### config.mk
export PLATFORM = sky130hd
export DESIGN_NAME = capture_classifier
export DESIGN_NICKNAME = d
export VERILOG_FILES = /design/src/replay_pkg.sv /design/src/capture_classifier.sv
export SDC_FILE = /design/constraint.sdc
export NUM_CORES = 1
export LEC_CHECK = 0
export BUFFER_PORTS_ARGS = -buffer_cell sky130_fd_sc_hd__buf_2
export CORE_ASPECT_RATIO = 0.75
export CORE_MARGIN = 10
export CORE_UTILIZATION = 36
export DETAILED_ROUTE_END_ITERATION = 16
export PLACE_DENSITY = 0.78
export REMOVE_ABC_BUFFERS = 1
export SETUP_SLACK_MARGIN = 0.1
export SYNTH_ARGS = -nofsm -noshare
export SYNTH_HDL_FRONTEND = slang
export SYNTH_SLANG_ARGS = --single-unit
### constraint.sdc
create_clock -name axi_aclk -period 1.4 [get_ports axi_aclk]
set_input_delay 0.07 -clock axi_aclk [delete_from_list [all_inputs] [get_ports axi_aclk]]
set_output_delay 0.07 -clock axi_aclk [all_outputs]
set_load 0.05 [all_outputs]
### src/replay_pkg.sv
/*
 * Shared definitions for the packet capture and replay engine
 * Stream widths, stored beat layout and source-port mapping
 */
package replay_pkg;

  // Stream widths
  localparam int DATA_W  = 32;
  localparam int STRB_W  = DATA_W / 8;
  localparam int TUSER_W = 16;

  // One stored word is {last, strb, data}
  localparam int BEAT_W = DATA_W + STRB_W + 1;

  // Four replay queues, one per MAC port
  localparam int NUM_QUEUES = 4;
  localparam int QID_W      = $clog2(NUM_QUEUES);

  // One-hot source port in tuser, MAC ports sit on the even bits
  localparam int SRC_PORT_POS = 0;
  localparam int PORT_STRIDE  = 2;

  typedef logic [DATA_W-1:0]  data_t;
  typedef logic [STRB_W-1:0]  strb_t;
  typedef logic [TUSER_W-1:0] tuser_t;
  typedef logic [QID_W-1:0]   qid_t;
  typedef logic [BEAT_W-1:0]  beat_t;

endpackage

### src/capture_classifier.sv
/*
 * Input stage of the capture path
 * Registers stream beats and maps each packet to a queue
 */
module capture_classifier (
  input  logic               axi_aclk,
  input  logic               reset,
  input  logic               sw_rst,
  input  replay_pkg::data_t  s_axis_tdata,
  input  replay_pkg::strb_t  s_axis_tstrb,
  input  replay_pkg::tuser_t s_axis_tuser,
  input  logic               s_axis_tvalid,
  output logic               s_axis_tready,
  input  logic               s_axis_tlast,
  output logic               cls_valid,
  input  logic               cls_ready,
  output replay_pkg::beat_t  cls_beat,
  output replay_pkg::qid_t   cls_qid,
  output logic               cls_drop
);

  logic              in_pkt;
  logic              take;
  logic [2:0]        hit_cnt;
  replay_pkg::qid_t  dec_qid;
  logic              dec_drop;
  replay_pkg::qid_t  pkt_qid;
  logic              pkt_drop;

  assign s_axis_tready = !cls_valid || cls_ready;
  assign take          = s_axis_tvalid && s_axis_tready;

  // Decode the MAC port bits, exactly one must be set
  always_comb begin
    hit_cnt = '0;
    dec_qid = '0;
    for (int q = 0; q < replay_pkg::NUM_QUEUES; q++) begin
      if (s_axis_tuser[replay_pkg::SRC_PORT_POS + replay_pkg::PORT_STRIDE * q]) begin
        hit_cnt = hit_cnt + 3'd1;
        dec_qid = replay_pkg::qid_t'(q);
      end
    end
    dec_drop = (hit_cnt != 3'd1);
  end

  always_ff @(posedge axi_aclk) begin
    if (reset || sw_rst) begin
      cls_valid <= 1'b0;
      in_pkt    <= 1'b0;
    end else begin
      if (take) begin
        cls_valid <= 1'b1;
        in_pkt    <= !s_axis_tlast;
      end else if (cls_ready) begin
        cls_valid <= 1'b0;
      end
    end
  end

  // Queue and drop flag are fixed by the first beat of a packet
  always_ff @(posedge axi_aclk) begin
    if (take) begin
      cls_beat <= {s_axis_tlast, s_axis_tstrb, s_axis_tdata};
      cls_qid  <= in_pkt ? pkt_qid : dec_qid;
      cls_drop <= in_pkt ? pkt_drop : dec_drop;
      if (!in_pkt) begin
        pkt_qid  <= dec_qid;
        pkt_drop <= dec_drop;
      end
    end
  end

  a_cls_hold : assert property (@(posedge axi_aclk) disable iff (reset || sw_rst)
    cls_valid && !cls_ready |=> cls_valid && $stable(cls_beat));

endmodule

* Word level (Yosys, flattened, before mapping) *
Cells that the tools add are included.
Widths: inputs -> output; s select.

cells by class
  $add $sub $neg = 3
  equality and inequality tests = 1
  bitwise operators = 1
  mux-type cells = 8
  reductions and logical operators = 8

operators by type and width
  operator             number
  $add 3x1->3 const B  3
  $mux 3               3
  $mux 1               5
  $ne 3x1->1 const B   1
  $logic_not 1->1      2
  $logic_or 1x1->1     2
  $reduce_and 2->1     1
  $reduce_bool 2->1    1
  $reduce_or 2->1      1
  $logic_and 1x1->1    1
  $not 1->1            1

storage, ports and cells
  output and inout port bits = 42
  input bits = 58
  register bits = 42
  word-level logic and storage cells = 27

* Longest topological paths before layout *
  depth after elaboration = 8
  depth in mapped cells = 7

* Worst setup path before layout *
No wires, ideal clock.

  path kind = reg2reg
  start = register cls_valid
  end = register pkt_drop, enable pin
  path slack = -0.364 ns
  buffers on the path = 0
  stages on the path, launching flop included = 4
  library setup time = 0.321 ns
  required time = 1.079 ns
  arrival time = 1.443 ns
  cell sequence = dfxtp_1 -> nand2b_4 -> and2_4 -> nor2b_1

on the way
  cells in the longest elaborated chain, start to end = 4

ends and longest elaborated chain
  item                        RTL line                  RTL
  start: declaration          capture_classifier.sv:15  output logic cls_valid,
  start signal: assignment    capture_classifier.sv:48  cls_valid <= 1'b0;
  start signal: assignment    capture_classifier.sv:52  cls_valid <= 1'b1;
  start signal: assignment    capture_classifier.sv:55  cls_valid <= 1'b0;
  $logic_not 1->1             capture_classifier.sv:30  assign s_axis_tready = !cls_valid || cls_ready;
  $logic_or 1x1->1            capture_classifier.sv:30
  named net s_axis_tready     capture_classifier.sv:13  output logic s_axis_tready,
  $logic_and 1x1->1           capture_classifier.sv:31  assign take = s_axis_tvalid && s_axis_tready;
  named net take              capture_classifier.sv:23  logic take;
  $reduce_and 2->1 (no line)  -
  end signal: assignment      capture_classifier.sv:68  pkt_drop <= dec_drop;
  end: declaration            capture_classifier.sv:28  logic pkt_drop;

The timed path passes the listed nets, and every way through them passes these cells.
A chain may end at the register's enable or synchronous reset.

* Worst setup path in the final report *
  start = input port s_axis_tuser[0]
  end = register pkt_drop (data pin)

on the way
  cells in the longest elaborated chain, start to end = 8

ends and longest elaborated chain
  item                RTL line                  RTL
  start: declaration  capture_classifier.sv:11  input replay_pkg::tuser_t s_axis_tuser,
  $mux 1 *            capture_classifier.sv:38  if (s_axis_tuser[replay_pkg::SRC_PORT_POS + replay_pkg::PORT_STRIDE * q]) begin
  $add 3x1->3         capture_classifier.sv:39  hit_cnt = hit_cnt + 3'd1;
  $mux 3 *            capture_classifier.sv:38
  $add 3x1->3         capture_classifier.sv:39
  $mux 3 *            capture_classifier.sv:38
  $add 3x1->3         capture_classifier.sv:39
  $mux 3 *            capture_classifier.sv:38
  $ne 3x1->1 *        capture_classifier.sv:43  dec_drop = (hit_cnt != 3'd1);
  named net dec_drop  capture_classifier.sv:26  logic dec_drop;

Mark *: on every way through the listed nets, which the timed path passes. The rest lies on a longest branch.

==> results.sh <==
export IMPL_post_cts_setup_buffers=0
export IMPL_finalClockSkew_ns=0.00235
export IMPL_start_kind="input port"
export IMPL_core_um2=3710
export IMPL_fin_crit_sh_pct=90.9
export IMPL_ys_flop_type="edfxtp_1"
export IMPL_path_class="in -> reg"
export IMPL_numCtsBuffers=5
export IMPL_synthArstFlopShare_pct=0
export IMPL_report_final_slew_viol_count=0
export IMPL_wl_um=4710
export IMPL_vdd_drop_max_mv=0.608
export IMPL_drive_gt1_share_pct=55.0
export IMPL_postLayoutCoreUtil_pct=67.3
export IMPL_post_synth_top_count_cell="edfxtp_1"
export IMPL_synth_warnings=0
export IMPL_io_buffers=87
export IMPL_nets=262
export IMPL_end_kind="flip-flop"
export IMPL_syn_avg_cell_area_um2=22.1
export IMPL_die_x_um=92.3
export IMPL_clk_pin_slew_worst_paths_ns=0.08
export IMPL_fin_crit_ns=1.27
export IMPL_place_inst=207
export IMPL_syn_cell_area_um2=1410
export IMPL_synthToLayoutAreaGrowth_pct=76.8
export IMPL_via_count=1116
export IMPL_dp_hpwl_um=3070
export IMPL_clockBufferDepth=2
export IMPL_antenna_found_initial=0
export IMPL_gp_congestion=0.713
export IMPL_track_usage_pct=14.0
export IMPL_cts_sinks=42
export IMPL_synth_edf_count=40
export IMPL_setup_viol=0
export IMPL_hp_class="in -> reg"
export IMPL_grt_max_degree=39
export IMPL_ant_nets=0
export IMPL_whs_ns=0.0379
export IMPL_cts_tree="built"
export IMPL_outcome="finished clean"
export IMPL_cp_arrival_ns=1.31
export IMPL_core_rowCount=19
export IMPL_synth_seq_area_share_pct=87.9
export IMPL_maxCapViolations=0
export IMPL_final_seq_area_um2=1240
export IMPL_nFillCells=272
export IMPL_synth_distinct_cells=17
export IMPL_synth_top_area_share_pct=85.0
export IMPL_die_h_um=74.3
export IMPL_insertion_delay_ns=0.29
export IMPL_initial_core_util_pct=38.1
export IMPL_cts_max_level=2
export IMPL_worst_slew_pin_transition_ns=0.296
export IMPL_synth_common_cells="edfxtp_1 (40), inv_1 (4), ha_1 (3)"
export IMPL_yosys_area_top_type="edfxtp_1"
export IMPL_drt_first_iter_violations=71
export IMPL_die_area_um2=6860
export IMPL_crit_fanout=2
export IMPL_grt_pass1_wl_um=7180
export IMPL_root_buffer="clkbuf_8"
export IMPL_leakage_nw=1.06
export IMPL_grt_pass1_vias=1254
export IMPL_clock_fmax_mhz=786
export IMPL_slew_headroom_pct=80.2
export IMPL_via_per_inst=4.39
export IMPL_synthCells=64
export IMPL_power_density_nw_per_um2=1210
export IMPL_drc=0
export IMPL_ys_ff_latch=42
export IMPL_hold_violations=0
export IMPL_fin_cells=254
export IMPL_wire_per_inst_um=18.5
export IMPL_cp_required_ns=1.44
export IMPL_diodes=0
export IMPL_first_pass_iters=5
export IMPL_overflow=0
export IMPL_multiInputGateArea_um2=196
export IMPL_io_pin_count=100
export IMPL_rsz0062_at_grt="false"
export IMPL_synth_area_top_cells="edfxtp_1 (85%), dfxtp_1 (2.8%), ha_1 (2.7%), xnor2_1 (1.2%), a2111oi_2 (1.1%)"
logic make-up after synthesis:
kind of cell             count (synthesis)  synth area share, %
flip-flops                              42                 87.9
adder cells (fa/ha/maj)                  3                 2.66
AND/OR/NAND/NOR                          7                 3.63
XOR/XNOR                                 2                 1.24
buffers and inverters                    4                 1.06
AO/OA/AOI/OAI                            6                 3.54
flip-flops by register name (all words and copies together) (netlist names):
name	flops
cls_beat	37
cls_valid	1
pkt_qid	2
in_pkt	1
pkt_drop	1
stage by stage:
stage	power, W	setup slack, ns	setup TNS, ns	instance area, um2
floorplan	0.00182	-0.364	-5.82	1410
CTS	0.00301	0.113	0	2480
global placement	0.00198	-0.141	-0.141	1960
detailed placement	0.00200	-0.319	-0.319	1960
global route	0.00313	0.110	0	2500
finish	0.00302	0.128	0	2500
per-layer routing:
metal  GRT usage [%]  part of all wire, %
met1            14.4                   39
met2            25.4                   51
met3            5.43                  8.3
met5               0                    0
met4            5.80                  1.9
power by group:
group / internal [W] / switching [W]
sequential: 0.00146 / 0.0000216
combinational: 0.000219 / 0.000383
clock: 0.000532 / 0.000400
layout make-up:
cell class,count,share of cell area [%]
well taps,52,2.61
flip-flops and latches,42,49.7
repair buffers,130,34.8
clock inverters,2,1.50
inverters,4,0.601
multi-input cells,18,7.87
clock buffers,6,2.91
worst max-delay path, cell delays in order:
cell and delay (ns):
buf_2 0.12, buf_4 0.13, ha_2 0.18, nor2_2 0.13, a21oi_2 0.06, ha_1 0.31
nand3b_1 0.15, o32a_1 0.16
final timing paths:
| path | to | cells past startpoint | slack [ns] | start |
|---|---|---|---|---|
| max | pkt_drop$_DFFE_PP_ | 8 | 0.13 | s_axis_tuser[0] |
| min | cls_valid$_SDFFE_PP0P_ | 3 | 0.04 | s_axis_tvalid |
| max reg2reg | in_pkt$_SDFFE_PP0P_ | 4 | 0.20 | cls_valid$_SDFFE_PP0P_ |
| min reg2reg | cls_valid$_SDFFE_PP0P_ | 2 | 0.52 | cls_valid$_SDFFE_PP0P_ |
layout by cell type (no fill, tap or decap), drive strengths merged:
master        n
a2111oi       1
a211oi        1
a21oi         2
and2          1
buf          91
bufinv        1
clkbuf        6
clkinvlp      1
dfxtp         2
dlygate4sd3  39
edfxtp       40
ha            3
inv           4
nand2b        1
nand3         1
nand3b        1
nor2          1
nor2b         1
o21bai        1
o32a          1
or2           1
xnor2         2
repair_timing:
action                                 CTS  global route
setup endpoints to repair                1             2
hold buffers                            39             0
gates resized for setup                  4             6
pin swaps                                1             3
endpoints found under the hold margin   39             0
Power figures use the tool's default switching activity.
