## config.mk

```make
export PLATFORM = sky130hd
export DESIGN_NAME = replay_streamer
export DESIGN_NICKNAME = d
export VERILOG_FILES = /design/src/replay_pkg.sv /design/src/replay_streamer.sv
export SDC_FILE = /design/constraint.sdc
export NUM_CORES = 1
export LEC_CHECK = 0
export BUFFER_PORTS_ARGS = -buffer_cell sky130_fd_sc_hd__buf_2
export CORE_UTILIZATION = 50
export CTS_CLUSTER_DIAMETER = 120
export DETAILED_ROUTE_END_ITERATION = 8
export PLACE_DENSITY = 0.71
export SKIP_CTS_REPAIR_TIMING = 1
export SLEW_MARGIN = 0
export SYNTH_ARGS = -nofsm -noshare
export SYNTH_HDL_FRONTEND = slang
export SYNTH_SLANG_ARGS = --single-unit
```

## constraint.sdc

```tcl
create_clock -name axi_aclk -period 2.7 [get_ports axi_aclk]
set_input_delay 0.135 -clock axi_aclk [delete_from_list [all_inputs] [get_ports axi_aclk]]
set_output_delay 0.135 -clock axi_aclk [all_outputs]
set_load 0.1 [all_outputs]
```

## src/replay_pkg.sv

```systemverilog
/*
 * Shared definitions for the packet capture and replay engine
 * Stream widths, stored beat layout and source-port mapping
 */
package replay_pkg;

  // Stream widths
  localparam int DATA_W  = 32;
  localparam int STRB_W  = DATA_W / 8;
  localparam int TUSER_W = 16;

  // One stored word is {last, strb, data}
  localparam int BEAT_W = DATA_W + STRB_W + 1;

  // Four replay queues, one per MAC port
  localparam int NUM_QUEUES = 4;
  localparam int QID_W      = $clog2(NUM_QUEUES);

  // One-hot source port in tuser, MAC ports sit on the even bits
  localparam int SRC_PORT_POS = 0;
  localparam int PORT_STRIDE  = 2;

  typedef logic [DATA_W-1:0]  data_t;
  typedef logic [STRB_W-1:0]  strb_t;
  typedef logic [TUSER_W-1:0] tuser_t;
  typedef logic [QID_W-1:0]   qid_t;
  typedef logic [BEAT_W-1:0]  beat_t;

endpackage

```

## src/replay_streamer.sv

```systemverilog
/*
 * Replay streamer
 * Tracks reads in flight, buffers returned beats with their queue
 * and drives the output stream under back-pressure
 */
module replay_streamer #(
  parameter int OUT_FIFO_DEPTH = 4
) (
  input  logic               axi_aclk,
  input  logic               reset,
  input  logic               sw_rst,
  input  logic               rd_valid,
  output logic               rd_ready,
  input  replay_pkg::qid_t   rd_qid,
  input  replay_pkg::beat_t  rd_beat,
  input  logic               rd_beat_valid,
  output replay_pkg::data_t  m_axis_tdata,
  output replay_pkg::strb_t  m_axis_tstrb,
  output replay_pkg::tuser_t m_axis_tuser,
  output logic               m_axis_tvalid,
  input  logic               m_axis_tready,
  output logic               m_axis_tlast
);

  localparam int PTR_W = (OUT_FIFO_DEPTH > 1) ? $clog2(OUT_FIFO_DEPTH) : 1;
  localparam int CNT_W = $clog2(OUT_FIFO_DEPTH + 1);

  replay_pkg::beat_t fifo_beat [OUT_FIFO_DEPTH];
  replay_pkg::qid_t  fifo_qid  [OUT_FIFO_DEPTH];

  logic [PTR_W-1:0]  wr_ptr;
  logic [PTR_W-1:0]  rd_ptr;
  logic [CNT_W-1:0]  fifo_cnt;
  logic [CNT_W-1:0]  inflight;
  replay_pkg::qid_t  ret_qid;
  replay_pkg::beat_t head_beat;
  replay_pkg::qid_t  head_qid;
  logic              issue;
  logic              push;
  logic              pop;

  // Reserve a slot for every read not yet returned
  assign rd_ready = (int'(fifo_cnt) + int'(inflight)) < OUT_FIFO_DEPTH;
  assign issue    = rd_valid && rd_ready;
  // Returns after a soft reset have no slot and are dropped
  assign push     = rd_beat_valid && (inflight != '0);
  assign pop      = m_axis_tvalid && m_axis_tready;

  always_ff @(posedge axi_aclk) begin
    if (reset || sw_rst) begin
      wr_ptr   <= '0;
      rd_ptr   <= '0;
      fifo_cnt <= '0;
      inflight <= '0;
    end else begin
      inflight <= inflight + CNT_W'(issue) - CNT_W'(push);
      fifo_cnt <= fifo_cnt + CNT_W'(push) - CNT_W'(pop);
      if (push) begin
        wr_ptr <= (wr_ptr == PTR_W'(OUT_FIFO_DEPTH - 1)) ? '0 : wr_ptr + 1'b1;
      end
      if (pop) begin
        rd_ptr <= (rd_ptr == PTR_W'(OUT_FIFO_DEPTH - 1)) ? '0 : rd_ptr + 1'b1;
      end
    end
  end

  // Memory latency is one cycle, so the queue of a return is the last issue's
  always_ff @(posedge axi_aclk) begin
    if (issue) begin
      ret_qid <= rd_qid;
    end
    if (push) begin
      fifo_beat[wr_ptr] <= rd_beat;
      fifo_qid[wr_ptr]  <= ret_qid;
    end
  end

  assign head_beat = fifo_beat[rd_ptr];
  assign head_qid  = fifo_qid[rd_ptr];

  assign m_axis_tvalid = (fifo_cnt != '0);
  assign m_axis_tdata  = head_beat[replay_pkg::DATA_W-1:0];
  assign m_axis_tstrb  = head_beat[replay_pkg::DATA_W +: replay_pkg::STRB_W];
  assign m_axis_tlast  = head_beat[replay_pkg::BEAT_W-1];
  // Only the replayed queue's port bit
  assign m_axis_tuser  = replay_pkg::tuser_t'(1) <<
                         (replay_pkg::SRC_PORT_POS + replay_pkg::PORT_STRIDE * int'(head_qid));

  a_no_overflow : assert property (@(posedge axi_aclk) disable iff (reset || sw_rst)
    push |-> (int'(fifo_cnt) < OUT_FIFO_DEPTH) || pop);

endmodule

```

-- Word-level counts from Yosys, hierarchy flattened
Memories as Yosys holds them, arrays and structs flattened. A register that Yosys moved wholly into a read port is not among the register bits.
Index checks and enable logic that the tools add are counted.
Widths: inputs -> output; s select.
- bits in registers: 12
- bits in writable memories: 156
- bits of input ports: 45
- output and inout bits: 55
- word-level logic and storage cells: 32
- memories kept: 2
- add/sub/neg operators: 7
- $lt $le $gt $ge: 1
- eq/ne operators: 2
- shift-type cells: 1
- mux-type cells: 8
- reductions and logical operators: 6
- memories (name ; words ; bits a word ; rd ports ; clocked after memory_dff ; write ports ; RTL line ; text):
    fifo_beat ; 4 ; 37 ; 1 ; 1 ; 1 ; replay_streamer.sv:28 ; replay_pkg::beat_t fifo_beat [OUT_FIFO_DEPTH];
    fifo_qid ; 4 ; 2 ; 1 ; 1 ; 1 ; replay_streamer.sv:29 ; replay_pkg::qid_t fifo_qid [OUT_FIFO_DEPTH];
- operator list (kind ; number):
    $shl 1x3->16 const A ; 1
    $mux 2 ; 6
    $add 3x1->3 ; 2
    $reduce_bool 3->1 ; 2
    $sub 3x1->3 ; 2
    $add 2x1->2 const B ; 2
    $add 3x3->4 ; 1
    $eq 2x2->1 const B ; 2
    $lt 4x3->1 const B ; 1
    $logic_and 1x1->1 ; 3
    $mux 1 ; 2
    $logic_or 1x1->1 ; 1

-- Logic depth before layout (Yosys ltp)
Gate-level depths: netlist (run 1).
- depth after elaboration: 5
- depth in mapped cells: 9

-- Least setup slack after synthesis (run 1)
OpenSTA, ideal clock, no wires.
- path kind: reg2out
- start: register with a tool-made name
- end: output port m_axis_tuser[2]
- data arrival time: 2323 ps
- data required time: 2565 ps
- setup slack: 242 ps
- cell stages (with the launch flop): 3
- buffers on the path: 0
- cells stage by stage: dfxtp_1 -> mux4_1 -> nor2b_1
- RTL lines (element ; RTL line ; text):
    to (decl) ; replay_streamer.sv:19 ; output replay_pkg::tuser_t m_axis_tuser,

==> impl_metrics.json, run 1 <==
{
  "ant_nets": 0,
  "coreArea_mm2": 0.01272,
  "timing.rr.end": "fifo_cnt[2]$_SDFF_PP0_",
  "cts_made_buffers": 17,
  "grt_pass1_vias": 3099,
  "grt-ovfl-total": 0,
  "cp-endpoint": "m_axis_tdata[0]",
  "portBuffers": 87,
  "cts_root_buffer": "clkbuf_16",
  "setup-violations-final": 0,
  "grtUsageMet1": 0.2186,
  "yosysSeqAreaShare": 0.7566,
  "grt_max_degree": 40,
  "use_met3": 0.05098,
  "rsz0062_at_grt": "no",
  "ys_ff_latch": 170,
  "critical_path_class": "reg -> out",
  "dp_hpwl_mm": 6.538,
  "fin_crit_sh": 0.8464,
  "min-delay-start": "reset",
  "slew_violations": 0,
  "cts_tree": "built",
  "skew_ns": 0.01333,
  "final_cell_mix": "158 x edfxtp_1, 87 x buf_2, 39 x dlygate4sd3_1",
  "wl_per_cell_um": 17.64,
  "rrSetupSlack_ns": 0.44,
  "fmax_mhz": 437.6,
  "p_total_mw": 6.422,
  "drt_iter0_drc": 257,
  "yosys.cell_types.count": 25,
  "start_util": 0.5179,
  "fin_crit_ns": 2.285,
  "avgSynthCellArea_um2": 22.64,
  "nNetsFinal": 491,
  "fillers": 904,
  "status": "finished, final reports clean",
  "worstHoldPathType": "in -> reg",
  "grt_util_met2": 0.2651,
  "leakagePower_nw": 2.903,
  "clkTransAtPathRegs_ns": 0.06,
  "cts_buffer_depth": 2,
  "drv_cap": 0,
  "route.detailed.drc": 0,
  "gp_congestion": 0.7745,
  "ff2ff_path_depth": 8,
  "vias": 3219,
  "h-tree-depth": 4,
  "powerDensity_mw_per_mm2": 779.1,
  "synthToLayoutAreaGrowth_pct": 25.10,
  "path_max_fanout": 23,
  "viasPerCell": 5.209,
  "arrival_ns": 2.15,
  "syn-cell-area_mm2": 0.006589,
  "antenna_found_initial": 0,
  "final_common_cell": "edfxtp_1",
  "hold_viol_final": 0,
  "pin_count": 100,
  "die-area_mm2": 0.01364,
  "die_y_um": 116.8,
  "relSlewSlack": 0.6062,
  "die_x_um": 116.8,
  "reg2reg_from": "inflight[1]$_SDFF_PP0_",
  "crit_path_end_kind": "output pin",
  "vdd_ir_drop_max_uv": 422.1,
  "antenna_cells": 0,
  "grt_most_used_layer": "met2",
  "tns_ns": 0,
  "startpoint_type": "flop",
  "grtUsageTotal": 0.1681,
  "first_pass_iters": 6,
  "drive_gt1_frac": 0.3655,
  "rows": 41,
  "grt_pass1_wl_mm": 16.16,
  "cts_sinks": 170,
  "yosys_warnings": 0,
  "clock_latency_ns": 0.42,
  "synth_cells": 291,
  "wl_mm": 10.90,
  "worst_pin_slew_ns": 0.5907,
  "finalCoreUtilization": 0.6479,
  "crit_required_ns": 2.57
}
==> worst min path at each step <==
stage                                      endpoint  slack, ns  depth (start not counted)
final                        inflight[2]$_SDFF_PP0_       0.06                          2
after detailed placement       ret_qid[1]$_DFFE_PP_       0.33                          1
after global placement         ret_qid[1]$_DFFE_PP_       0.33                          1
after CTS                      ret_qid[1]$_DFFE_PP_      -0.11                          1
after floorplan           fifo_beat[0][0]$_DFFE_PP_       0.23                          0
after global routing         fifo_cnt[2]$_SDFF_PP0_       0.08                          2
==> logic make-up after synthesis <==
logic type / count (synthesis) / share of synthesized area
buf+inv: 31 / 0.03380
other cells: 1 / 0.0005691
flops: 170 / 0.7566
xor+xnor: 2 / 0.007217
compound gates: 2 / 0.002659
fa+ha+maj: 13 / 0.02697
simple gates: 29 / 0.02697
mux: 43 / 0.1453
==> critical path: stages, from the launching register on <==
cell	delay [ns]
dfxtp_2	0.36
buf_4	0.40
mux4_1	0.63
buf_2	0.32
==> Yosys cell counts (all sizes together) <==
cell	instances	area [um^2]
edfxtp	158	4745
dfxtp	12	240.2
mux4	39	912.1
clkbuf	2	7.510
nor2	2	7.510
fa	2	40.04
or3	1	6.260
nand3	2	10.01
nor4	2	12.51
and3	1	6.260
o31a	2	17.52
nor2b	2	12.51
ha	11	137.6
conb	1	3.750
mux2	4	45.04
buf	20	181.4
inv	9	33.78
and2	10	62.56
nor3b	6	45.04
nor3	3	15.01
xor3	2	47.55
==> registers in the layout, summed over array words and instances (netlist names), named ones only <==
name and count:
fifo_qid 8, inflight 3, fifo_beat 148, fifo_cnt 3, wr_ptr 2, ret_qid 2
rd_ptr 2
==> final cells by class <==
class	count	area (um^2)	share of cell area
flip-flops and latches	170	4987	0.6050
inverters	9	33.78	0.004098
multi-input cells	101	1428	0.1732
well taps	172	215.2	0.02611
clock buffers	18	429.2	0.05206
repair buffers	134	923.4	0.1120
clock inverters	14	226.5	0.02747
==> layer usage <==
metal / part of all wire / wire (um) / vias to the layer above
met4: 0.0075 / 82 / 0
met2: 0.51 / 5508 / 89
met5: 0 / 0 / -
met3: 0.044 / 479 / 7
li1: - / - / 1455
met1: 0.44 / 4828 / 1668
==> per-stage QoR <==
step	setup slack, ns	hold WS, ns	instances	instance area (um^2)
finish	0.4147	0.06051	618	8243
floorplan	0.2424	0.2339	302	6630
CTS	0.3644	-0.1077	579	7853
global placement	0.5523	0.3292	547	7197
global route	0.2964	0.07724	618	8243
detailed placement	0.4599	0.3340	547	7197
==> power breakdown <==
part | total [mW] | leakage (nW) | switching (mW) | internal, mW
logic | 0.815 | 1.07 | 0.625 | 0.190
registers | 2.97 | 1.52 | 0.0203 | 2.95
clock network | 2.64 | 0.305 | 0.919 | 1.72
total | 6.42 | 2.90 | 1.56 | 4.86
(Power assumes the default switching activity.)
==> inputs of run 2 (changes only) <==
==> constraint.sdc (replaced) <==
create_clock -name axi_aclk -period 2.25 [get_ports axi_aclk]
set_input_delay 0.1125 -clock axi_aclk [delete_from_list [all_inputs] [get_ports axi_aclk]]
set_output_delay 0.1125 -clock axi_aclk [all_outputs]
set_load 0.1 [all_outputs]
==> impl_metrics.json, run 2 (synthesis results as in run 1) <==
{
  "status": "finished, final reports clean",
  "p_total_mw": 7.548,
  "hold_viol_final": 0,
  "p_int_mw": 5.639,
  "h-tree-depth": 4,
  "grt_pass1_wl_mm": 16.66,
  "cts_sinks": 170,
  "rows": 41,
  "grtUsageMet1": 0.2158,
  "vias": 3181,
  "drive_gt1_frac": 0.3969,
  "antenna_found_initial": 0,
  "wl_per_cell_um": 18.08,
  "cts_buffer_depth": 2,
  "viasPerCell": 5.106,
  "relSlewSlack": 0.6562,
  "portBuffers": 87,
  "first_pass_iters": 4,
  "cts_root_buffer": "clkbuf_16",
  "crit_path_top_delay_cell": "fa_1",
  "fin_crit_ns": 2.153,
  "power.switching_mw": 1.910,
  "use_met3": 0.05355,
  "finalCoreUtilization": 0.6527,
  "sw_frac_of_total": 0.2530,
  "grtUsageTotal": 0.1736,
  "arrival_ns": 2.49,
  "slew_violations": 0,
  "grt_most_used_layer": "met2",
  "clock_latency_ns": 0.42,
  "die-area_mm2": 0.01364,
  "worstHoldPathType": "in -> reg",
  "cts_made_buffers": 17,
  "fin_crit_sh": 0.9568,
  "worstPathCellList": "o31a_1 -> ha_1 -> inv_1 -> ha_1 -> fa_1 -> xor3_1 -> nor3_1",
  "grt_util_met2": 0.2809,
  "die_x_um": 116.8,
  "fmax_mhz": 464.5,
  "dp_hpwl_mm": 6.702,
  "gp_congestion": 0.7952,
  "final_cell_mix": "158 x edfxtp_1, 84 x buf_2, 39 x dlygate4sd3_1",
  "combPwrFrac": 0.135,
  "seqPwrFrac": 0.472,
  "synthToLayoutAreaGrowth_pct": 26.03,
  "startpoint_type": "flop",
  "crit_path_end_kind": "flop",
  "cts_tree": "built",
  "clkPwrFrac": 0.394,
  "critical_path_class": "reg -> reg",
  "powerDensity_mw_per_mm2": 909.0,
  "setup-violations-final": 0,
  "die_y_um": 116.8,
  "coreArea_mm2": 0.01272,
  "grt_pass1_vias": 3193,
  "worst_pin_slew_ns": 0.5192,
  "grt-ovfl-total": 0,
  "vdd_ir_drop_max_uv": 642.0,
  "grt_max_degree": 26,
  "clkTransAtPathRegs_ns": 0.06,
  "reg_top3": "fifo_beat: 148 flops, fifo_qid: 8 flops",
  "regMostFlops": "fifo_beat",
  "wl_mm": 11.26,
  "start_util": 0.5179,
  "cp_common_cell": "ha_1",
  "drv_cap": 0,
  "ant_nets": 0,
  "nNetsFinal": 497,
  "antenna_cells": 0,
  "pin_count": 100,
  "leakagePower_nw": 2.924,
  "final_common_cell": "edfxtp_1",
  "crit_required_ns": 2.59,
  "slowest_delay_ns": 0.38,
  "path_max_fanout": 4,
  "skew_ns": 0.006669,
  "drt_iter0_drc": 151,
  "largest_reg_flops": 148,
  "route.detailed.drc": 0
}
[run 2: cell type report]
cell class                 count  area, um^2
multi-input combinational    101        1463
timing repair buffer         140       996.0
tap                          172       215.2
clock inverter                12       173.9
sequential                   170        4990
inverter                       9       33.78
clock buffer                  19       432.9
fill                         915        4418
[run 2: stage by stage]
stage	hold slack [ns]	instances	setup slack, ns	cell area [um^2]	setup TNS (ns)
after detailed placement	0.3108	552	-0.01417	7262	-0.01417
after CTS	-0.1315	583	-0.03570	7869	-0.06741
after global routing	0.03621	623	-0.02786	8304	-0.02786
after floorplan	0.2114	302	0.1661	6638	0
final	0.008002	623	0.09716	8304	0
after global placement	0.3083	552	0.09559	7262	0
[run 2: critical path: cells and delay by family (launching register included)]
family                     cells  cell delay [ns]
adders and majority gates      3             0.85
DFF                            1             0.35
buffers and inverters          1             0.04
AOI/OAI and AO/OA              1             0.35
and+or+nand+nor                1             0.13
xor gates and xnor gates       1             0.37
[run 2: power groups by stage]
stage	sequential [mW]	combinational, mW	clock, mW
2_1_floorplan	3.62	0.780	0
3_3_place_gp	3.62	0.943	0
3_5_place_dp	3.63	0.955	0
4_1_cts	3.56	0.958	3.03
5_1_grt	3.57	1.07	3.14
6_report	3.56	1.02	2.97
[run 2: final timing paths]
check / end / slack (ns) / cells after the start / from
max: fifo_cnt[2]$_SDFF_PP0_ / 0.1 / 7 / fifo_cnt[2]$_SDFF_PP0_
min: inflight[2]$_SDFF_PP0_ / 0.008 / 2 / reset
min reg2reg: fifo_qid[0][0]$_DFFE_PP_ / 0.53 / 0 / ret_qid[0]$_DFFE_PP_
max reg2reg: fifo_cnt[2]$_SDFF_PP0_ / 0.1 / 7 / fifo_cnt[2]$_SDFF_PP0_
[run 2: per-layer routing]
layer,routed length [um],vias to the layer above
li1,-,1470
met1,4783,1598
met2,5673,90
met3,588,23
met4,216,0
met5,0,-
