<file path="config.mk">
export PLATFORM = sky130hd
export DESIGN_NAME = capture_writer
export DESIGN_NICKNAME = d
export VERILOG_FILES = /design/src/replay_pkg.sv /design/src/capture_writer.sv
export SDC_FILE = /design/constraint.sdc
export NUM_CORES = 1
export LEC_CHECK = 0
export BUFFER_PORTS_ARGS = -buffer_cell sky130_fd_sc_hd__buf_2
export CAP_MARGIN = 30
export CORE_MARGIN = 3
export CORE_UTILIZATION = 30
export DETAILED_ROUTE_END_ITERATION = 16
export MAX_ROUTING_LAYER = met4
export PLACE_DENSITY = 0.53
export SLEW_MARGIN = 15
export SYNTH_ARGS = -nofsm -noshare
export SYNTH_HDL_FRONTEND = slang
export SYNTH_SLANG_ARGS = --single-unit
export TNS_END_PERCENT = 20
</file>
<file path="constraint.sdc">
create_clock -name axi_aclk -period 4.2 [get_ports axi_aclk]
set_input_delay 0.42 -clock axi_aclk [delete_from_list [all_inputs] [get_ports axi_aclk]]
set_output_delay 0.42 -clock axi_aclk [all_outputs]
set_load 0.01 [all_outputs]
</file>
<file path="src/replay_pkg.sv">
/*
 * Shared definitions for the packet capture and replay engine
 * Stream widths, stored beat layout and source-port mapping
 */
package replay_pkg;

  // Stream widths
  localparam int DATA_W  = 32;
  localparam int STRB_W  = DATA_W / 8;
  localparam int TUSER_W = 16;

  // One stored word is {last, strb, data}
  localparam int BEAT_W = DATA_W + STRB_W + 1;

  // Four replay queues, one per MAC port
  localparam int NUM_QUEUES = 4;
  localparam int QID_W      = $clog2(NUM_QUEUES);

  // One-hot source port in tuser, MAC ports sit on the even bits
  localparam int SRC_PORT_POS = 0;
  localparam int PORT_STRIDE  = 2;

  typedef logic [DATA_W-1:0]  data_t;
  typedef logic [STRB_W-1:0]  strb_t;
  typedef logic [TUSER_W-1:0] tuser_t;
  typedef logic [QID_W-1:0]   qid_t;
  typedef logic [BEAT_W-1:0]  beat_t;

endpackage

</file>
<file path="src/capture_writer.sv">
/*
 * Capture writer
 * Per-queue write and committed pointers, whole-packet storage
 * with rollback when a packet overflows its window
 */
module capture_writer #(
  parameter int MEM_ADDR_WIDTH = 8
) (
  input  logic                       axi_aclk,
  input  logic                       reset,
  input  logic                       sw_rst,
  input  logic                       cls_valid,
  output logic                       cls_ready,
  input  replay_pkg::beat_t          cls_beat,
  input  replay_pkg::qid_t           cls_qid,
  input  logic                       cls_drop,
  input  logic [replay_pkg::NUM_QUEUES-1:0] enable_q,
  input  logic [replay_pkg::NUM_QUEUES-1:0][MEM_ADDR_WIDTH-1:0] mem_ad_low_q,
  input  logic [replay_pkg::NUM_QUEUES-1:0][MEM_ADDR_WIDTH-1:0] mem_ad_high_q,
  output logic                       wr_en,
  output logic [MEM_ADDR_WIDTH-1:0]  wr_addr,
  output replay_pkg::beat_t          wr_beat,
  output logic [replay_pkg::NUM_QUEUES-1:0][MEM_ADDR_WIDTH-1:0] fill_ptr
);

  logic [replay_pkg::NUM_QUEUES-1:0][MEM_ADDR_WIDTH-1:0] wr_ptr;
  logic [replay_pkg::NUM_QUEUES-1:0][MEM_ADDR_WIDTH-1:0] commit_ptr;

  logic              w_first;
  logic              w_skip;
  logic              beat_last;
  logic              beat_skip;
  logic              beat_over;
  logic              beat_store;
  replay_pkg::qid_t  wr_qid;

  // Never stalls the classifier
  assign cls_ready = 1'b1;
  assign fill_ptr  = commit_ptr;
  assign beat_last = cls_beat[replay_pkg::BEAT_W-1];

  always_comb begin
    beat_skip  = w_first ? (cls_drop || enable_q[cls_qid]) : w_skip;
    beat_over  = wr_ptr[cls_qid] > mem_ad_high_q[cls_qid];
    beat_store = cls_valid && !beat_skip && !beat_over;
  end

  always_ff @(posedge axi_aclk) begin
    if (reset || sw_rst) begin
      wr_en      <= 1'b0;
      w_first    <= 1'b1;
      w_skip     <= 1'b0;
      wr_ptr     <= mem_ad_low_q;
      commit_ptr <= mem_ad_low_q;
    end else begin
      wr_en <= beat_store;
      if (cls_valid) begin
        w_first <= beat_last;
        w_skip  <= beat_skip || beat_over;
        if (beat_store) begin
          wr_ptr[cls_qid] <= wr_ptr[cls_qid] + 1'b1;
          if (beat_last) begin
            commit_ptr[cls_qid] <= wr_ptr[cls_qid] + 1'b1;
          end
        end else if (beat_over && !beat_skip) begin
          // Packet does not fit, forget the part already written
          wr_ptr[cls_qid] <= commit_ptr[cls_qid];
        end
      end
    end
  end

  always_ff @(posedge axi_aclk) begin
    if (beat_store) begin
      wr_addr <= wr_ptr[cls_qid];
      wr_beat <= cls_beat;
      wr_qid  <= cls_qid;
    end
  end

  a_wr_in_window : assert property (@(posedge axi_aclk) disable iff (reset || sw_rst)
    wr_en |-> (wr_addr >= mem_ad_low_q[wr_qid]) && (wr_addr <= mem_ad_high_q[wr_qid]));

endmodule

</file>
==> results of run 1 <==
## synthesized netlist by cell type
cell type,n,share of area [%]
edfxtp_1,109,63
o21ai_0,57,5.5
nand2_1,41,3.0
o31ai_1,21,3.0
nor2_1,19,1.4
mux4_2,17,7.4
inv_1,12,0.87
clkbuf_1,11,0.79
mux2i_1,10,1.9
ha_1,9,2.2
mux2_2,7,1.5
and2_1,6,0.72
nand3_1,6,0.58
nor3_1,5,0.48
a21oi_1,4,0.38
buf_2,4,0.38
xnor2_1,4,0.67
a22o_1,3,0.51
buf_6,3,0.65
dfxtp_1,3,1.2
nand2b_1,3,0.36
a21o_1,2,0.29
a221o_1,2,0.38
a221oi_1,2,0.34
buf_4,2,0.29
nand4_1,2,0.24
nor2b_1,2,0.24
or2_2,2,0.24
xor2_1,2,0.34
a2111oi_0,1,0.17
a211oi_1,1,0.14
buf_1,1,0.072
conb_1,1,0.072
nor3_2,1,0.19
nor3_4,1,0.31
nor4_1,1,0.12
o211ai_1,1,0.14
o21ai_2,1,0.17
## through the flow
stage          hold WS, ns  instances  worst slack, ns  cell area [um2]
2_1_floorplan       0.4682        379           0.1783             5204
5_1_grt             0.2189        801           0.6116             6755
3_3_place_gp        0.4859        785           0.5006             6459
4_1_cts             0.2219        801           0.8133             6755
3_5_place_dp        0.5089        785           0.4445             6459
## cells by family after synthesis
kind of cell / after synthesis
other cells: 1
mux: 34
simple gates: 89
flops: 112
xor+xnor: 6
compound gates: 95
buf+inv: 33
fa+ha+maj: 9
## layer usage
metal,track usage (%)
met1,22.45
met2,27.44
met3,4.164
met4,4.940
met5,-
==> run summary, run 1 <==
Grt ovf - 0
Die X - 137.7 um
Gate Count Post-Synth - 379
Gr usage total - 17.37%
CTS H-tree depth - 3
CTS root buf - clkbuf_16
Last stage reached - detailed routing (5_2_route)
Port bufs - 189
Row count - 47
Cts bufs inserted - 9
Yosys cell types - 38
Largest family of logic cells by synthesized area - compound AO/OA/AOI/OAI gates
Post-synthesis mux area share - 10.80%
Synthesized area per cell - 13.73 um2
Post_cts resized - 0
Sequential fraction of the synthesis area - 64.05%
Io pins - 191
Yosys warning total - 0
Starting Density - 31.05%
Synth Area in XOR/XNOR - 1.010%
Number of global-route vias before repair - 4036
Syn Nets - 500
Maximum number of pins on one net before global-route repair - 38
Hold buffers post-CTS - 0
Run Error - [ERROR DRT-0255] Maze Route cannot find path of net axi_aclk in worker of routeBox ( 96600 0 ) ( 137705 48300 ).
Post-DP HPWL - 12.60 mm
Clock Tree Buf Depth - 2
Adder-Cell Fraction of Synth Area - 2.164%
Chip height - 137.7 um
Setup Buffers After CTS - 0
Synth Area in Simple Gates - 7.814%
Synth Cell Area - 5204 um2
Synth Area in Compound Gates - 11.04%
Global-route wire length before repair - 23.29 mm
Initial antenna violation count - 0
Outcome - stopped before the end
CTS Sinks - 112
GP Congestion - 0.7968
Yosys reg bits - 112
==> run 2, diff against run 1 <==
--- a/config.mk
+++ b/config.mk
@@ -8,10 +8,9 @@
 export BUFFER_PORTS_ARGS = -buffer_cell sky130_fd_sc_hd__buf_2
 export CAP_MARGIN = 30
 export CORE_MARGIN = 3
-export CORE_UTILIZATION = 30
+export CORE_UTILIZATION = 20
 export DETAILED_ROUTE_END_ITERATION = 16
-export MAX_ROUTING_LAYER = met4
-export PLACE_DENSITY = 0.53
+export PLACE_DENSITY_LB_ADDON = 0.15
 export SLEW_MARGIN = 15
 export SYNTH_ARGS = -nofsm -noshare
 export SYNTH_HDL_FRONTEND = slang
==> constraint.sdc (replaced) <==
create_clock -name axi_aclk -period 5.5 [get_ports axi_aclk]
set_input_delay 0.55 -clock axi_aclk [delete_from_list [all_inputs] [get_ports axi_aclk]]
set_output_delay 0.55 -clock axi_aclk [all_outputs]
set_load 0.01 [all_outputs]
==> run summary, run 2 <==
Sequential fraction of the synthesis area - 64.05%
Filler cells - 2668
CTS H-tree depth - 3
Final setup TNS - 0 ns
PD cells - 294.3 nW/um2
Grt ovf - 0
Max reg flops - 37
Place WS - 1.364 ns
Cell with the most instances after synthesis - edfxtp_1
Yosys cell types - 38
Starting Density - 20.49%
Routed vias - 3988
Initial antenna violation count - 0
Diodes inserted - 0
EDFF count, synth - 109
LEAKAGE - 2.716 nW
Synth Area in Compound Gates - 11.04%
Fin crit share - 67.50%
R2R depth - 9
Yosys warning total - 0
Synth Area in Simple Gates - 7.814%
Fin. max-slew vios - 0
Data arrival, critical path - 3.77 ns
Maximum number of pins on one net before global-route repair - 56
Outcome - finished, final reports clean
Gr usage total - 13.12%
Biggest register - wr_beat
Top FF cell, synth - edfxtp_1
DRT antenna net count - 0
Switching power share of the total - 27.07%
Post_cts resized - 0
Startpoint Class - input port
Largest family of logic cells by synthesized area - compound AO/OA/AOI/OAI gates
Cts bufs inserted - 9
Commonest cells after routing, fill and taps aside - buf_2, edfxtp_1, o21ai_0
Internal cell power - 0.001463 W
Setup ws final - 1.787 ns
Pre-antenna DRT Iters - 5
Final #Nets - 691
Reg power frac - 52.1%
Worst min-delay path class - in -> reg
Slowest stage delay, CP - 0.68 ns
CTS Sinks - 112
Port bufs - 189
Hold buffers post-CTS - 0
Die X - 167.3 um
R2R Path Start - wr_ptr[19]
Starting DRT DRC Count - 359
Slowest library cell on the worst path - mux4_2
Commonest non-fill, non-tap cell in the layout - buf_2
RSZ-0062 raised after global routing - false
Yosys top cell area share - 62.90%
Global-route wire length before repair - 27.49 mm
Max frequency - 269.4 MHz
Critical path capture point - wr_ptr[31]
Adder-Cell Fraction of Synth Area - 2.164%
Max Fanout on Critical Path - 55
Worst Setup End Kind - flip-flop
Core Area - 25400 um2
Worst vdd ir - 0.0001497 V
Critical path launch point - cls_qid[0]
Row count - 58
Chip height - 167.3 um
Synthesized area per cell - 13.73 um2
CTS root buf - clkbuf_16
Worst-path clk slew - 0.07 ns
Number of global-route vias before repair - 4211
Sw power - 0.0005431 W
Reg2reg setup slack - 2.37 ns
Setup Buffers After CTS - 0
Gate Count Post-Synth - 379
DR WL/cell - 20.56 um
Syn Nets - 500
Die area - 27990 um2
Final number of hold-violating endpoints - 0
Worst Skew - 0.008439 ns
Worst setup path class - in -> reg
Area leader, netlist - edfxtp_1
Max_slew headroom - 35.57%
CTS tree - done
Final wirelength - 18.59 mm
Synth Cell Area - 5204 um2
Worst EP required - 5.56 ns
Clock Tree Buf Depth - 2
Post-DP HPWL - 14.20 mm
Layout cells sized above 1 - 42.68%
Yosys reg bits - 112
Clk pwr share - 30.4%
Clk Latency, worst-skew pair - 0.35 ns
Top post-synthesis cells by count - edfxtp_1, o21ai_0, nand2_1, o31ai_1, nor2_1
# setup viols final - 0
Via-per-instance ratio - 4.412
Synth area leaders - edfxtp_1, mux4_2, o21ai_0
Area growth from synthesis to layout - 30.97%
Crit-path cells - buf_2 > mux4_2 > ha_1 > nand4_1 > nor2_1 > a21oi_1 > nor3_4 > buf_4 > and2_1 > o31ai_1
Comb power frac - 17.5%
Max-cap violations - 0
RR Endpoint - wr_ptr[31]
Post-synthesis mux area share - 10.80%
Slew at the pin closest to its max-slew limit - 0.9638 ns
DRC viols - 0
Synth Area in XOR/XNOR - 1.010%
Fraction of registers with async set/reset - 0%
Final min period - 3.713 ns
GP Congestion - 0.8504
Io pins - 191
-- run 2: cell counts after synthesis --
No cell type changed its count.
-- run 2: metal layers --
layer / wire (um) / up-vias / global-route usage (%)
met5: 0 / - / 0
met4: 304 / 0 / 4.127
met3: 1866 / 19 / 4.391
met2: 8229 / 225 / 20.32
met1: 8190 / 1902 / 17.43
li1: - / 1842 / -
-- run 2: worst min-delay path by stage --
stage                   to  depth (start not counted)  slack [ns]          from
6_report       wr_beat[24]                          1        0.37  cls_beat[24]
5_1_grt        wr_beat[24]                          1        0.35  cls_beat[24]
3_3_place_gp       w_first                          2        0.49       w_first
4_1_cts        wr_beat[24]                          1        0.35  cls_beat[24]
2_1_floorplan      w_first                          2        0.47       w_first
3_5_place_dp       w_first                          2        0.50       w_first
-- run 2: per-stage QoR --
step / cell area [um2] / std cells / total power (W) / hold WS, ns / utilization, %
floorplan: 5204 / 379 / 0.001252 / 0.4682 / -
global placement: 6516 / 886 / 0.001421 / 0.4866 / 25.66
detailed placement: 6543 / 889 / 0.001423 / 0.5049 / 25.76
CTS: 6815 / 904 / 0.002045 / 0.3496 / 26.83
global route: 6815 / 904 / 0.002116 / 0.3500 / 26.83
finish: 6815 / 904 / 0.002006 / 0.3719 / 26.83
-- run 2: worst max-delay path, delay by kind of cell --
kind,cells,cell delay (ns)
buffers and inverters,2,1.18
adder cells (fa/ha/maj),1,0.33
AND/OR/NAND/NOR,4,0.79
multiplexers,1,0.68
AO/OA/AOI/OAI,2,0.20
-- run 2: final cells by class --
cell class / count / area (um2) / share of cell area (%)
flip-flops and latches: 112 / 3333 / 48.91
multi-input cells: 234 / 1712 / 25.11
repair buffers: 201 / 1040 / 15.26
well taps: 330 / 412.9 / 6.058
clock buffers: 9 / 225.2 / 3.305
clock inverters: 6 / 47.55 / 0.6976
inverters: 12 / 45.04 / 0.6609
-- run 2: cell families after synthesis --
kind of cell    Yosys count
fa+ha+maj                 9
compound gates           95
flops                   112
mux                      34
other cells               1
simple gates             89
buf+inv                  33
xor+xnor                  6
-- run 2: power by group through the flow --
stage / Sequential [W] / Clock (W) / Combinational (W)
final: 0.00104 / 0.000610 / 0.000352
after CTS: 0.00105 / 0.000638 / 0.000361
after global routing: 0.00105 / 0.000672 / 0.000392
after global placement: 0.00107 / 0 / 0.000355
after detailed placement: 0.00106 / 0 / 0.000359
after floorplan: 0.00108 / 0 / 0.000177
(Power assumes the default switching activity.)
==> run 3, diff against run 2 <==
==> constraint.sdc (replaced) <==
create_clock -name axi_aclk -period 3.3 [get_ports axi_aclk]
set_input_delay 0.33 -clock axi_aclk [delete_from_list [all_inputs] [get_ports axi_aclk]]
set_output_delay 0.33 -clock axi_aclk [all_outputs]
set_load 0.01 [all_outputs]
==> run summary, run 3 (synthesis results as in run 2) <==
Outcome - finished, final reports clean
Reg2reg setup slack - 0.35 ns
Worst min-delay path class - in -> reg
Met1 WL - 8.507 mm
Max reg flops - 37
Commonest non-fill, non-tap cell in the layout - buf_2
Io pins - 191
Number of global-route vias before repair - 4277
Core Area - 25400 um2
CTS root buf - clkbuf_16
DRT antenna net count - 0
Fin crit share - 89.31%
Die area - 27990 um2
Hold buffers post-CTS - 0
RR Endpoint - wr_ptr[22]
CTS H-tree depth - 3
Initial antenna violation count - 0
Met2 WL - 8.639 mm
Slowest library cell on the worst path - mux4_2
Cell family contributing the most delay on the critical path - multiplexers
Die X - 167.3 um
CTS Sinks - 112
Final min period - 2.947 ns
Final number of hold-violating endpoints - 0
Final wirelength - 18.91 mm
# setup viols final - 0
LEAKAGE - 2.896 nW
Max frequency - 339.3 MHz
Worst Skew - 0.004748 ns
Slew at the pin closest to its max-slew limit - 0.7682 ns
Chip height - 167.3 um
Worst hold path stage count - 1
Starting Density - 20.49%
Setup ws final - 0.3528 ns
Cts bufs inserted - 9
R2R depth - 9
Post-Layout Cell Count - 931
Data arrival, critical path - 3.13 ns
Post-DP HPWL - 14.77 mm
Startpoint Class - flip-flop
Worst-path clk slew - 0.07 ns
Global-route wire length before repair - 27.87 mm
Starting DRT DRC Count - 326
GP Congestion - 0.9316
DR WL/cell - 20.31 um
CTS tree - done
Crit-path cells - mux4_2 > ha_1 > nand4_1 > nor2_1 > a21oi_1 > nor3_4 > buf_4 > mux2_2 > o21ai_0
DRC viols - 0
Grt ovf - 0
Place WS - 0.04678 ns
Worst vdd ir - 0.0002275 V
Port bufs - 189
Max-cap violations - 0
RSZ-0062 raised after global routing - false
Clock Tree Buf Depth - 2
Layout cells sized above 1 - 46.17%
Finished Cell Area - 7184 um2
Placed cell area - 6864 um2
PD cells - 498.8 nW/um2
Final setup TNS - 0 ns
DR top layer - met4
Biggest register - wr_beat
Gr usage total - 13.35%
Max Fanout on Critical Path - 13
Commonest cells after routing, fill and taps aside - buf_2, edfxtp_1, o21ai_0
Worst setup path class - reg -> reg
R2R Path Start - wr_ptr[23]
Pre-antenna DRT Iters - 4
Max_slew headroom - 48.79%
Via-per-instance ratio - 4.373
Slowest stage delay, CP - 0.49 ns
Dpl cells - 915
Fin. max-slew vios - 0
Post_cts resized - 0
Area growth from synthesis to layout - 38.06%
Maximum number of pins on one net before global-route repair - 38
Row count - 58
WL met3 - 1.521 mm
Final #Nets - 717
Hold path startpoint - cls_beat[8]
Routed vias - 4071
Hold path endpoint - wr_beat[8]
Setup Buffers After CTS - 0
Clk Latency, worst-skew pair - 0.35 ns
Worst EP required - 3.48 ns
CP Buf/Inv Count - 1
Post-layout util - 28.29%
Worst Setup End Kind - flip-flop
[run 3: cell types whose count changed in the layout (fill, tap and decap cells not counted), sizes merged]
cell / before / now
clkinvlp: 1 / 2
bufinv: 0 / 2
diode: 0 / 1
inv: 12 / 13
buf: 201 / 227
clkinv: 5 / 1
[run 3: power by group]
group          internal, W  leakage [nW]  switching, W  total [W]
registers          0.00169          1.11     0.0000506    0.00174
logic             0.000285          1.64      0.000373   0.000658
clock network     0.000666         0.148      0.000516    0.00118
total              0.00264          2.90      0.000940    0.00358
[run 3: cell type report]
type / instances / area (um2)
sequential: 112 / 3333
timing repair buffer: 227 / 1319
tap: 330 / 412.9
clock buffer: 9 / 225.2
antenna: 1 / 2.502
inverter: 12 / 45.04
clock inverter: 6 / 92.59
fill: 2693 / 18220
multi-input combinational: 234 / 1754
[run 3: stage by stage]
step / hold WS, ns / power [W]
CTS: 0.1285 / 0.003640
detailed placement: 0.4964 / 0.002446
finish: 0.1477 / 0.003584
global route: 0.1228 / 0.003765
global placement: 0.4855 / 0.002443
floorplan: 0.4289 / 0.002098
[run 3: worst max-delay path by stage]
stage	from	endpoint	slack [ns]	cells after the start
floorplan	cls_qid[0]	fill_ptr[0]	0.01	13
global placement	cls_qid[0]	wr_ptr[9]	0.11	12
detailed placement	cls_qid[0]	wr_ptr[9]	0.05	12
CTS	wr_ptr[23]	wr_ptr[22]	0.36	9
global route	wr_ptr[23]	wr_ptr[22]	0.09	9
finish	wr_ptr[23]	wr_ptr[22]	0.35	9
[run 3: layer usage]
metal	vias to the layer above	track usage [%]
li1	1895	-
met1	1948	18.09
met2	213	21.66
met3	15	2.975
met4	0	3.629
met5	-	0
==> run 4, diff against run 3 <==
==> constraint.sdc (replaced) <==
create_clock -name axi_aclk -period 2.45 [get_ports axi_aclk]
set_input_delay 0.245 -clock axi_aclk [delete_from_list [all_inputs] [get_ports axi_aclk]]
set_output_delay 0.245 -clock axi_aclk [all_outputs]
set_load 0.01 [all_outputs]
==> run summary, run 4 (synthesis results as in run 2) <==
Comb power frac - 21.9%
Final #Nets - 750
Internal cell power - 0.003499 W
Commonest cells after routing, fill and taps aside - buf_2, edfxtp_1, buf_4
CTS H-tree depth - 3
Diodes inserted - 0
DRC viols - 0
Post-layout util - 30.34%
Max Fanout on Critical Path - 8
Pre-antenna DRT Iters - 4
Final wirelength - 19.93 mm
Post-DP HPWL - 15.64 mm
Sw power - 0.001394 W
Io pins - 191
Fin crit share - 115.5%
Worst EP required - 2.53 ns
Data arrival, critical path - 2.91 ns
Finished Cell Area - 7707 um2
Outcome - finished, violations left
Critical path launch point - wr_ptr[25]
Core Area - 25400 um2
Clk pwr share - 30.0%
Switching power share of the total - 28.50%
Gr usage total - 13.88%
Setup ws final - -0.3803 ns
Die area - 27990 um2
CTS root buf - clkbuf_16
Worst min-delay path class - in -> reg
Cts bufs inserted - 9
Slew at the pin closest to its max-slew limit - 0.6109 ns
Worst-path clk slew - 0.08 ns
Fin. max-slew vios - 0
Grt ovf - 0
Worst Setup End Kind - flip-flop
Worst setup path class - reg -> reg
DR WL/cell - 20.67 um
CTS tree - done
Area growth from synthesis to layout - 48.11%
Worst vdd ir - 0.0003894 V
Maximum number of pins on one net before global-route repair - 41
PD cells - 634.8 nW/um2
Biggest register - wr_beat
DRT antenna net count - 0
Tot Pwr - 0.004893 W
Chip height - 167.3 um
Starting Density - 20.49%
Layout cells sized above 1 - 54.89%
Number of global-route vias before repair - 4510
Routed vias - 4264
Global-route wire length before repair - 28.99 mm
Filler cells - 2642
CTS Sinks - 112
Reg power frac - 48.2%
Starting DRT DRC Count - 220
Hold buffers post-CTS - 0
Die X - 167.3 um
Clock Tree Buf Depth - 2
Failing checks - setup timing
Clk Latency, worst-skew pair - 0.36 ns
Port bufs - 189
Startpoint Class - flip-flop
Max_slew headroom - 58.84%
Max reg flops - 37
Commonest non-fill, non-tap cell in the layout - buf_2
Final min period - 2.830 ns
Hold path startpoint - cls_beat[2]
Max frequency - 353.3 MHz
Placed cell area - 7079 um2
Final number of hold-violating endpoints - 0
GP Congestion - 0.9352
Via-per-instance ratio - 4.423
Worst Skew - 0.01223 ns
# setup viols final - 110
R2R Path Start - wr_ptr[25]
LEAKAGE - 3.134 nW
Initial antenna violation count - 0
Max-cap violations - 0
RSZ-0062 raised after global routing - true
Row count - 58
run 4: final timing paths:
| kind | endpoint | slack [ns] | cells after the start |
|---|---|---|---|
| max | fill_ptr[1] | -0.38 | 10 |
| max reg2reg | fill_ptr[1] | -0.38 | 10 |
| min | wr_beat[2] | 0.06 | 1 |
| min reg2reg | w_first | 0.51 | 2 |
run 4: cell type report:
cell class / count / area (um2) / share of cell area, %
inverters: 12 / 45.04 / 0.5844
repair buffers: 260 / 1640 / 21.28
flip-flops and latches: 112 / 3333 / 43.25
well taps: 330 / 412.9 / 5.357
clock buffers: 9 / 225.2 / 2.922
clock inverters: 7 / 61.31 / 0.7955
multi-input cells: 234 / 1989 / 25.81
run 4: repair_timing:
item / 4_1_cts / 5_1_grt
pin swaps: 10 / 17
buffers inserted: 4 / 3
endpoints found under the setup margin: 110 / 112
resized for setup: 22 / 58
run 4: metal layers:
layer / vias up / GRT usage, % / share of wire (%)
met2: 201 / 22.31 / 46
met1: 2089 / 18.44 / 45
met3: 18 / 3.588 / 7.7
met5: - / 0 / 0
met4: 0 / 4.305 / 1.8
li1: 1956 / - / -
run 4: power groups by stage:
stage	logic, W	registers [W]	clock network, W
final	0.00107	0.00236	0.00147
after detailed placement	0.000965	0.00240	0
after CTS	0.00101	0.00236	0.00151
after floorplan	0.000414	0.00241	0
after global routing	0.00117	0.00237	0.00161
after global placement	0.000958	0.00240	0
run 4: critical path: stages (launching register included):
cell,delay [ns]
edfxtp_1,0.42
mux4_2,0.54
ha_4,0.26
nor2b_4,0.12
o211ai_1,0.21
a211oi_2,0.13
nor3_4,0.22
buf_6,0.14
nand3_4,0.11
o31ai_4,0.23
buf_12,0.17
run 4: through the flow:
stage | std cells | hold WS [ns] | setup TNS (ns) | setup WS, ns
after floorplan | 379 | 0.3439 | -60.37 | -0.7297
after global placement | 942 | 0.4230 | -65.45 | -0.6910
after detailed placement | 942 | 0.4239 | -69.66 | -0.7463
after CTS | 962 | 0.04531 | -38.31 | -0.4119
after global routing | 964 | 0.04325 | -45.83 | -0.5185
final | 964 | 0.05766 | -32.22 | -0.3803
